File: config.mk
export PLATFORM = sky130hd
export DESIGN_NAME = mempool_cluster
export DESIGN_NICKNAME = d
export VERILOG_FILES = /design/src/verilog/cluster_pkg.sv /design/src/verilog/cluster_status_regs.sv /design/src/verilog/dma_backend_fsm.sv /design/src/verilog/dma_beat_counter.sv /design/src/verilog/dma_req_spill.sv /design/src/verilog/mempool_cluster.sv
export SDC_FILE = /design/constraint.sdc
export NUM_CORES = 1
export LEC_CHECK = 0
export BUFFER_PORTS_ARGS = -buffer_cell sky130_fd_sc_hd__buf_2
export CORE_MARGIN = 10
export CORE_UTILIZATION = 40
export DETAILED_ROUTE_END_ITERATION = 8
export SETUP_SLACK_MARGIN = 0.2
export SYNTH_ARGS = -nofsm -noshare
export SYNTH_HDL_FRONTEND = slang
export SYNTH_SLANG_ARGS = --single-unit
File: constraint.sdc
create_clock -name clk_i -period 3.96 [get_ports clk_i]
set_input_delay 0.396 -clock clk_i [delete_from_list [all_inputs] [get_ports clk_i]]
set_output_delay 0.396 -clock clk_i [all_outputs]
set_load 0.005 [all_outputs]
File: src/verilog/cluster_pkg.sv
/*
  Shared widths and types for the cluster DMA and control path.
  Group count must stay NumX*NumY. A DMA length of zero is illegal.
*/

package cluster_pkg;

  // group grid, flattened to a linear index g = NumY*x + y
  localparam int unsigned NumX = 2;
  localparam int unsigned NumY = 2;
  localparam int unsigned NumGroups = NumX * NumY;

  // cores
  localparam int unsigned NumCoresPerGroup = 4;
  localparam int unsigned NumCores = NumGroups * NumCoresPerGroup;

  // dma request fields
  localparam int unsigned AddrWidth = 16;
  localparam int unsigned LenWidth = 8;

  // start word address of a transfer
  typedef logic [AddrWidth-1:0] dma_addr_t;
  // number of word beats, never zero
  typedef logic [LenWidth-1:0] dma_len_t;
  // flat group index
  typedef logic [$clog2(NumGroups)-1:0] group_idx_t;

  // backend states
  typedef enum logic [1:0] {
    DmaIdle = 2'd0,
    DmaBusy = 2'd1,
    DmaDone = 2'd2
  } dma_state_e;

endpackage

File: src/verilog/cluster_status_regs.sv
/*
  Control and status registers of the cluster, one cycle behind their inputs.
  Core c of group g sits at wake-up bit g*NumCoresPerGroup + c.
*/

`timescale 1ns/1ps

module cluster_status_regs #(
  parameter int unsigned NumGroups        = 4,
  parameter int unsigned NumCoresPerGroup = 4
) (
  input  logic                                  clk_i,
  input  logic                                  rst_n_i,
  // wake-up lines, per core
  input  logic [NumGroups*NumCoresPerGroup-1:0] wake_up_i,
  output logic [NumGroups*NumCoresPerGroup-1:0] wake_up_o,
  // raw dma status, per group
  input  logic [NumGroups-1:0]                  idle_i,
  input  logic [NumGroups-1:0]                  done_i,
  output logic [NumGroups-1:0]                  idle_o,
  output logic [NumGroups-1:0]                  done_o
);

  logic [NumGroups*NumCoresPerGroup-1:0] wake_up_q;
  logic [NumGroups-1:0]                  idle_q;
  logic [NumGroups-1:0]                  done_q;

  // wake-up vector, cores asleep out of reset
  always_ff @(posedge clk_i) begin
    if (!rst_n_i) begin
      wake_up_q <= '0;
    end else begin
      wake_up_q <= wake_up_i;
    end
  end

  // dma status
  // backends come out of reset idle with nothing done
  always_ff @(posedge clk_i) begin
    if (!rst_n_i) begin
      idle_q <= '1;
      done_q <= '0;
    end else begin
      idle_q <= idle_i;
      done_q <= done_i;
    end
  end

  assign wake_up_o = wake_up_q;
  assign idle_o    = idle_q;
  assign done_o    = done_q;

endmodule

File: src/verilog/dma_backend_fsm.sv
/*
  Per-group DMA backend, one addressed word beat per cycle after accept.
  Accepts only in DmaIdle. Addresses wrap at AddrWidth without warning.
*/

`timescale 1ns/1ps

module dma_backend_fsm (
  input  logic                   clk_i,
  input  logic                   rst_n_i,
  // request from the spill register
  input  cluster_pkg::dma_addr_t req_addr_i,
  input  cluster_pkg::dma_len_t  req_len_i,
  input  logic                   req_valid_i,
  output logic                   req_ready_o,
  // beat stream
  output logic                   beat_valid_o,
  output cluster_pkg::dma_addr_t beat_addr_o,
  // raw status levels
  output logic                   idle_o,
  output logic                   done_o
);

  cluster_pkg::dma_state_e state_q;
  cluster_pkg::dma_state_e state_d;
  // start address of the running transfer
  cluster_pkg::dma_addr_t  base_q;
  cluster_pkg::dma_len_t   beat_idx;
  logic                    last;
  logic                    load;
  logic                    step;

  assign req_ready_o  = (state_q == cluster_pkg::DmaIdle);
  assign load         = req_valid_i && req_ready_o;
  assign beat_valid_o = (state_q == cluster_pkg::DmaBusy);
  assign step         = beat_valid_o;
  assign idle_o       = (state_q == cluster_pkg::DmaIdle);
  assign done_o       = (state_q == cluster_pkg::DmaDone);
  // index is zero extended onto the word address
  assign beat_addr_o  = base_q + cluster_pkg::dma_addr_t'(beat_idx);

  // next state
  always_comb begin
    state_d = state_q;
    case (state_q)
      cluster_pkg::DmaIdle: begin
        if (load) begin
          state_d = cluster_pkg::DmaBusy;
        end
      end
      cluster_pkg::DmaBusy: begin
        // leave after the beat flagged last
        if (last) begin
          state_d = cluster_pkg::DmaDone;
        end
      end
      cluster_pkg::DmaDone: begin
        state_d = cluster_pkg::DmaIdle;
      end
      default: begin
        state_d = cluster_pkg::DmaIdle;
      end
    endcase
  end

  always_ff @(posedge clk_i) begin
    if (!rst_n_i) begin
      state_q <= cluster_pkg::DmaIdle;
    end else begin
      state_q <= state_d;
    end
  end

  // base address latched on accept
  always_ff @(posedge clk_i) begin
    if (load) begin
      base_q <= req_addr_i;
    end
  end

  dma_beat_counter i_beat_counter (
    .clk_i   (clk_i    ),
    .rst_n_i (rst_n_i  ),
    .load_i  (load     ),
    .len_i   (req_len_i),
    .step_i  (step     ),
    .idx_o   (beat_idx ),
    .last_o  (last     )
  );

  // a zero length would never raise last and hang the group
  assert property (@(posedge clk_i) disable iff (!rst_n_i)
    load |-> req_len_i != '0)
    else $error("dma request accepted with zero length");

  // beats only inside a busy period opened by an accept
  assert property (@(posedge clk_i) disable iff (!rst_n_i)
    beat_valid_o |-> $past(load) || $past(beat_valid_o && !last))
    else $error("dma beat outside of busy state");

  // the final beat is followed by exactly one done cycle
  assert property (@(posedge clk_i) disable iff (!rst_n_i)
    beat_valid_o && last |=> done_o ##1 idle_o)
    else $error("dma transfer did not end with a done cycle");

endmodule

File: src/verilog/dma_beat_counter.sv
/*
  Beat counter for one DMA transfer. load_i wins over step_i.
  last_o is meaningful only while a transfer is running.
*/

`timescale 1ns/1ps

module dma_beat_counter (
  input  logic                  clk_i,
  input  logic                  rst_n_i,
  input  logic                  load_i,
  input  cluster_pkg::dma_len_t len_i,
  input  logic                  step_i,
  output cluster_pkg::dma_len_t idx_o,
  output logic                  last_o
);

  // beats still to issue, counting the current one
  cluster_pkg::dma_len_t remain_q;
  // index of the current beat
  cluster_pkg::dma_len_t idx_q;

  always_ff @(posedge clk_i) begin
    if (!rst_n_i) begin
      remain_q <= '0;
      idx_q    <= '0;
    end else if (load_i) begin
      remain_q <= len_i;
      idx_q    <= '0;
    end else if (step_i) begin
      remain_q <= remain_q - 1'b1;
      idx_q    <= idx_q + 1'b1;
    end
  end

  assign idx_o = idx_q;
  // one beat left
  assign last_o = (remain_q == cluster_pkg::dma_len_t'(1));

endmodule

File: src/verilog/dma_req_spill.sv
/*
  Two-entry spill register on a valid/ready DMA request, first in first out.
  ready_o depends on registered state only and drops when both slots hold data.
*/

`timescale 1ns/1ps

module dma_req_spill (
  input  logic                   clk_i,
  input  logic                   rst_n_i,
  // upstream side
  input  cluster_pkg::dma_addr_t addr_i,
  input  cluster_pkg::dma_len_t  len_i,
  input  logic                   valid_i,
  output logic                   ready_o,
  // downstream side
  output cluster_pkg::dma_addr_t addr_o,
  output cluster_pkg::dma_len_t  len_o,
  output logic                   valid_o,
  input  logic                   ready_i
);

  // slot a feeds the output, slot b catches while a is stalled
  logic                   a_full_q;
  logic                   b_full_q;
  cluster_pkg::dma_addr_t a_addr_q;
  cluster_pkg::dma_addr_t b_addr_q;
  cluster_pkg::dma_len_t  a_len_q;
  cluster_pkg::dma_len_t  b_len_q;
  logic                   in_fire;
  logic                   out_fire;
  logic                   a_free;

  assign ready_o  = !b_full_q;
  assign valid_o  = a_full_q;
  assign addr_o   = a_addr_q;
  assign len_o    = a_len_q;
  assign in_fire  = valid_i && ready_o;
  assign out_fire = a_full_q && ready_i;
  // a can be written this cycle
  assign a_free   = !a_full_q || out_fire;

  // occupancy flags
  always_ff @(posedge clk_i) begin
    if (!rst_n_i) begin
      a_full_q <= 1'b0;
      b_full_q <= 1'b0;
    end else if (a_free) begin
      // b drains into a first, otherwise a takes the new request
      a_full_q <= b_full_q || in_fire;
      b_full_q <= 1'b0;
    end else if (in_fire) begin
      b_full_q <= 1'b1;
    end
  end

  // payload registers
  always_ff @(posedge clk_i) begin
    if (a_free) begin
      if (b_full_q) begin
        a_addr_q <= b_addr_q;
        a_len_q  <= b_len_q;
      end else if (in_fire) begin
        a_addr_q <= addr_i;
        a_len_q  <= len_i;
      end
    end
    if (!a_free && in_fire) begin
      b_addr_q <= addr_i;
      b_len_q  <= len_i;
    end
  end

  // a stalled request must hold until the backend takes it
  assert property (@(posedge clk_i) disable iff (!rst_n_i)
    valid_o && !ready_i |=> valid_o && $stable(addr_o) && $stable(len_o))
    else $error("dma spill output changed while stalled");

endmodule

File: src/verilog/mempool_cluster.sv
/*
  Cluster wrapper keeping only the DMA and control path of each group.
  Groups are addressed by flat index. Request fields must hold until ready.
*/

`timescale 1ns/1ps

module mempool_cluster #(
  parameter int unsigned NumGroups        = cluster_pkg::NumGroups,
  parameter int unsigned NumCoresPerGroup = cluster_pkg::NumCoresPerGroup
) (
  input  logic                                         clk_i,
  input  logic                                         rst_n_i,
  // wake-up lines
  input  logic [NumGroups*NumCoresPerGroup-1:0]        wake_up_i,
  output logic [NumGroups*NumCoresPerGroup-1:0]        wake_up_o,
  // dma requests, one port per group
  input  cluster_pkg::dma_addr_t [NumGroups-1:0]       dma_addr_i,
  input  cluster_pkg::dma_len_t  [NumGroups-1:0]       dma_len_i,
  input  logic                   [NumGroups-1:0]       dma_valid_i,
  output logic                   [NumGroups-1:0]       dma_ready_o,
  // dma status
  output logic                   [NumGroups-1:0]       dma_idle_o,
  output logic                   [NumGroups-1:0]       dma_done_o,
  // beat streams
  output logic                   [NumGroups-1:0]       beat_valid_o,
  output cluster_pkg::dma_addr_t [NumGroups-1:0]       beat_addr_o
);

  // spill to backend
  cluster_pkg::dma_addr_t [NumGroups-1:0] req_addr;
  cluster_pkg::dma_len_t  [NumGroups-1:0] req_len;
  logic                   [NumGroups-1:0] req_valid;
  logic                   [NumGroups-1:0] req_ready;
  // raw status before the register file
  logic                   [NumGroups-1:0] idle_raw;
  logic                   [NumGroups-1:0] done_raw;

  for (genvar g = 0; g < NumGroups; g++) begin : gen_groups
    dma_req_spill i_dma_req_spill (
      .clk_i   (clk_i         ),
      .rst_n_i (rst_n_i       ),
      .addr_i  (dma_addr_i[g] ),
      .len_i   (dma_len_i[g]  ),
      .valid_i (dma_valid_i[g]),
      .ready_o (dma_ready_o[g]),
      .addr_o  (req_addr[g]   ),
      .len_o   (req_len[g]    ),
      .valid_o (req_valid[g]  ),
      .ready_i (req_ready[g]  )
    );

    dma_backend_fsm i_dma_backend (
      .clk_i        (clk_i          ),
      .rst_n_i      (rst_n_i        ),
      .req_addr_i   (req_addr[g]    ),
      .req_len_i    (req_len[g]     ),
      .req_valid_i  (req_valid[g]   ),
      .req_ready_o  (req_ready[g]   ),
      .beat_valid_o (beat_valid_o[g]),
      .beat_addr_o  (beat_addr_o[g] ),
      .idle_o       (idle_raw[g]    ),
      .done_o       (done_raw[g]    )
    );
  end : gen_groups

  // one register file for the whole cluster
  cluster_status_regs #(
    .NumGroups        (NumGroups       ),
    .NumCoresPerGroup (NumCoresPerGroup)
  ) i_status_regs (
    .clk_i     (clk_i     ),
    .rst_n_i   (rst_n_i   ),
    .wake_up_i (wake_up_i ),
    .wake_up_o (wake_up_o ),
    .idle_i    (idle_raw  ),
    .done_i    (done_raw  ),
    .idle_o    (dma_idle_o),
    .done_o    (dma_done_o)
  );

endmodule
==> run summary <==
Status - finished, final reports clean
Yosys cell types - 54
Worst Skew - 13.2 ps
Top post-synthesis cells by area - edfxtp_1 50%, dfxtp_1 14%, mux2_2 7.1%
Initial antenna violation count - 4
Synth area leader - edfxtp_1
First-pass GRT wire length - 50,500 um
Worst-path clk slew - 60 ps
Pleak - 6.92 nW
Initial Util - 0.405
Top-Level Pins - 214
Share of cells above drive strength 1 - 0.295
Clk Latency, worst-skew pair - 550 ps
Reg2reg setup slack - 1510 ps
Min Tclk post-route - 3230 ps
Clk buf depth - 3
Cell count after synthesis - 1,131
All-Layer GR Usage - 0.132
Final Cell Area - 0.0183 sq mm
M1 GR Usage - 0.161
Cts bufs inserted - 40
WP data required - 3560 ps
Worst hold path class - in -> reg
Setup Buffers After CTS - 0
Root Buffer - clkbuf_16
CP bufs+invs - 1
Top delay family on crit path - adder cells
Syn_area_per_cell - 13.5 sq um
Crit end category - output port
H-tree levels - 2
Port bufs - 213
Per-cell routed wire length - 16.3 um
Drt pass-1 iters - 4
Initial DRC Count - 686
Asr flop ratio synth - 0
Met2 Use GR - 0.222
Die area - 0.0464 sq mm
Arrival @ worst endpoint - 2830 ps
MaxCap Viol Count - 0
Die H - 215 um
Die Wd - 215 um
Top FF cell, synth - edfxtp_1
Sequential share of the synthesized area - 0.640
Fin nets - 1,538
CTS Hold Bufs - 11
Most frequent cells in the layout - 256 x edfxtp_1, 213 x buf_2, 104 x dfxtp_1
EDFF count, synth - 256
Largest net degree at the start of global routing - 45
Setup TNS - 0 ps
Final Setup Violations - 0
CTS resizes - 0
Drt drc - 0
RSZ-0062 raised after global routing - no
Area growth syn-to-layout - 20.0%
Startpoint Class - register
Core area - 0.0377 sq mm
Placed cell areas - 0.0169 sq mm
FMAX - 310 MHz
Final Hold Fails - 0
Vias in the first global route - 9,482
Crit path cell chain - ha_1 > fa_1 > a211oi_1 > nor2_1 > nor3_1 > o21ai_0 > xor2_1 > buf_2
Ys Warns - 0
Vias post-DR - 9,368
CP Class - reg -> out
Busiest grt layer - met2
Final period util - 0.815
Mapped cell area - 0.0153 sq mm
CTS tree - built
Slew headroom - 0.199
GRT overflow - 0
Slowest stage delay, CP - 430 ps
FF+latch count, synth - 360
Clock Sinks - 360
Commonest non-fill, non-tap cell in the layout - edfxtp_1
Final Max Tran Viols - 0
GP Congestion - 0.817
Power Dens Cells - 471 mW/mm^2
Routed Antenna Nets - 0
Finished Core Util - 0.486
Synth Net Count - 1,297
Final HPWL DP - 22,200 um
Layout filler cell count - 3,407
Worst Tran Pin Value - 1200 ps
Via/cell ratio - 4.89
Cell row count - 71
Maximum VDD drop - 0.353 mV
Grt met3 use - 0.0347
Critical-path top delay cell - fa_1
WL final - 31,200 um
Share of the synthesized area in the top cell type - 0.504
Maximum fanout along the worst path - 3
==> layer usage <==
| layer | vias to the layer above | routed length, um |
|---|---|---|
| met5 | - | 25 |
| met4 | 4 | 665 |
| met3 | 45 | 1490 |
| met2 | 176 | 15200 |
| met1 | 4458 | 13800 |
| li1 | 4685 | - |
==> power by group <==
part / internal [mW] / total, mW / switching (mW) / leakage (nW)
logic: 0.285 / 0.615 / 0.330 / 3.02
clock network: 2.16 / 3.66 / 1.50 / 0.644
registers: 4.24 / 4.35 / 0.112 / 3.25
total: 6.69 / 8.63 / 1.94 / 6.92
==> state kept, by name, indices dropped and copies added, names as in the netlist <==
| name | count |
|---|---|
| gen_groups.i_dma_backend.base_q | 64 |
| gen_groups.i_dma_backend.i_beat_counter.idx_o | 32 |
| gen_groups.i_dma_backend.i_beat_counter.remain_q | 32 |
| gen_groups.i_dma_backend.state_q | 8 |
| gen_groups.i_dma_req_spill.addr_o | 64 |
| gen_groups.i_dma_req_spill.b_addr_q | 64 |
| gen_groups.i_dma_req_spill.b_full_q | 4 |
| gen_groups.i_dma_req_spill.b_len_q | 32 |
| gen_groups.i_dma_req_spill.len_o | 32 |
| gen_groups.i_dma_req_spill.valid_o | 4 |
| i_status_regs.done_o | 4 |
| i_status_regs.idle_o | 4 |
| i_status_regs.wake_up_o | 16 |
==> final timing paths <==
kind                                                  startpoint                                             endpoint  cells after the start
min                                               dma_addr_i[17]  gen_groups[1].i_dma_req_spill.b_addr_q[1]$_DFFE_PP_                      1
min reg2reg    gen_groups[2].i_dma_req_spill.addr_o[7]$_DFFE_PP_      gen_groups[2].i_dma_backend.base_q[7]$_DFFE_PP_                      0
max              gen_groups[3].i_dma_backend.base_q[0]$_DFFE_PP_                                      beat_addr_o[62]                      8
max reg2reg  gen_groups[1].i_dma_req_spill.b_full_q$_SDFFE_PP0P_   gen_groups[1].i_dma_req_spill.addr_o[11]$_DFFE_PP_                      3
==> worst reg2reg max path, delay by kind of cell (launching register included) <==
family,cells,cell delay [ps]
AND/OR/NAND/NOR,2,690
buffers and inverters,1,330
flip-flops,1,1120
==> layout make-up <==
| cell class | count | area [sq um] | area share |
|---|---|---|---|
| multi-input cells | 709 | 5210 | 0.285 |
| inverters | 25 | 109 | 0.00594 |
| repair buffers | 236 | 1270 | 0.0691 |
| well taps | 511 | 639 | 0.0349 |
| clock buffers | 52 | 1130 | 0.0616 |
| flip-flops and latches | 360 | 9770 | 0.533 |
| diodes | 1 | 2.50 | 0.000137 |
| clock inverters | 22 | 186 | 0.0102 |
==> synth_stat cells, drive strengths merged, types with 19 or more instances <==
cell type  instances
edfxtp           256
nand3             19
mux2              96
xor2              49
dfxtp            104
nand2             57
a21oi             45
xnor2             36
ha                44
and2              24
buf               23
o21ai             64
inv               25
nor2              89
==> stage by stage <==
step	cells	power (mW)	hold slack [ps]	setup WS (ps)
after detailed placement	1830	5.05	405	1270
after global placement	1830	5.04	401	1350
after CTS	1915	8.76	0.817	657
final	1916	8.63	33.6	731
after global routing	1915	8.99	8.59	527
after floorplan	1131	4.80	400	1000
==> kinds of logic (layout without fill, tap and decap cells) <==
kind of cell / Yosys count / in the layout / share of synthesized area
DFF: 360 / 360 / 0.640
and+or+nand+nor: 292 / 292 / 0.103
AOI/OAI and AO/OA: 188 / 188 / 0.0758
muxes: 96 / 96 / 0.0708
xor gates and xnor gates: 85 / 85 / 0.0488
buffers and inverters: 62 / 335 / 0.0206
adders and majority gates: 48 / 48 / 0.0413
other: 0 / 1 / 0
Note: power is estimated with default switching activity, not from simulation.
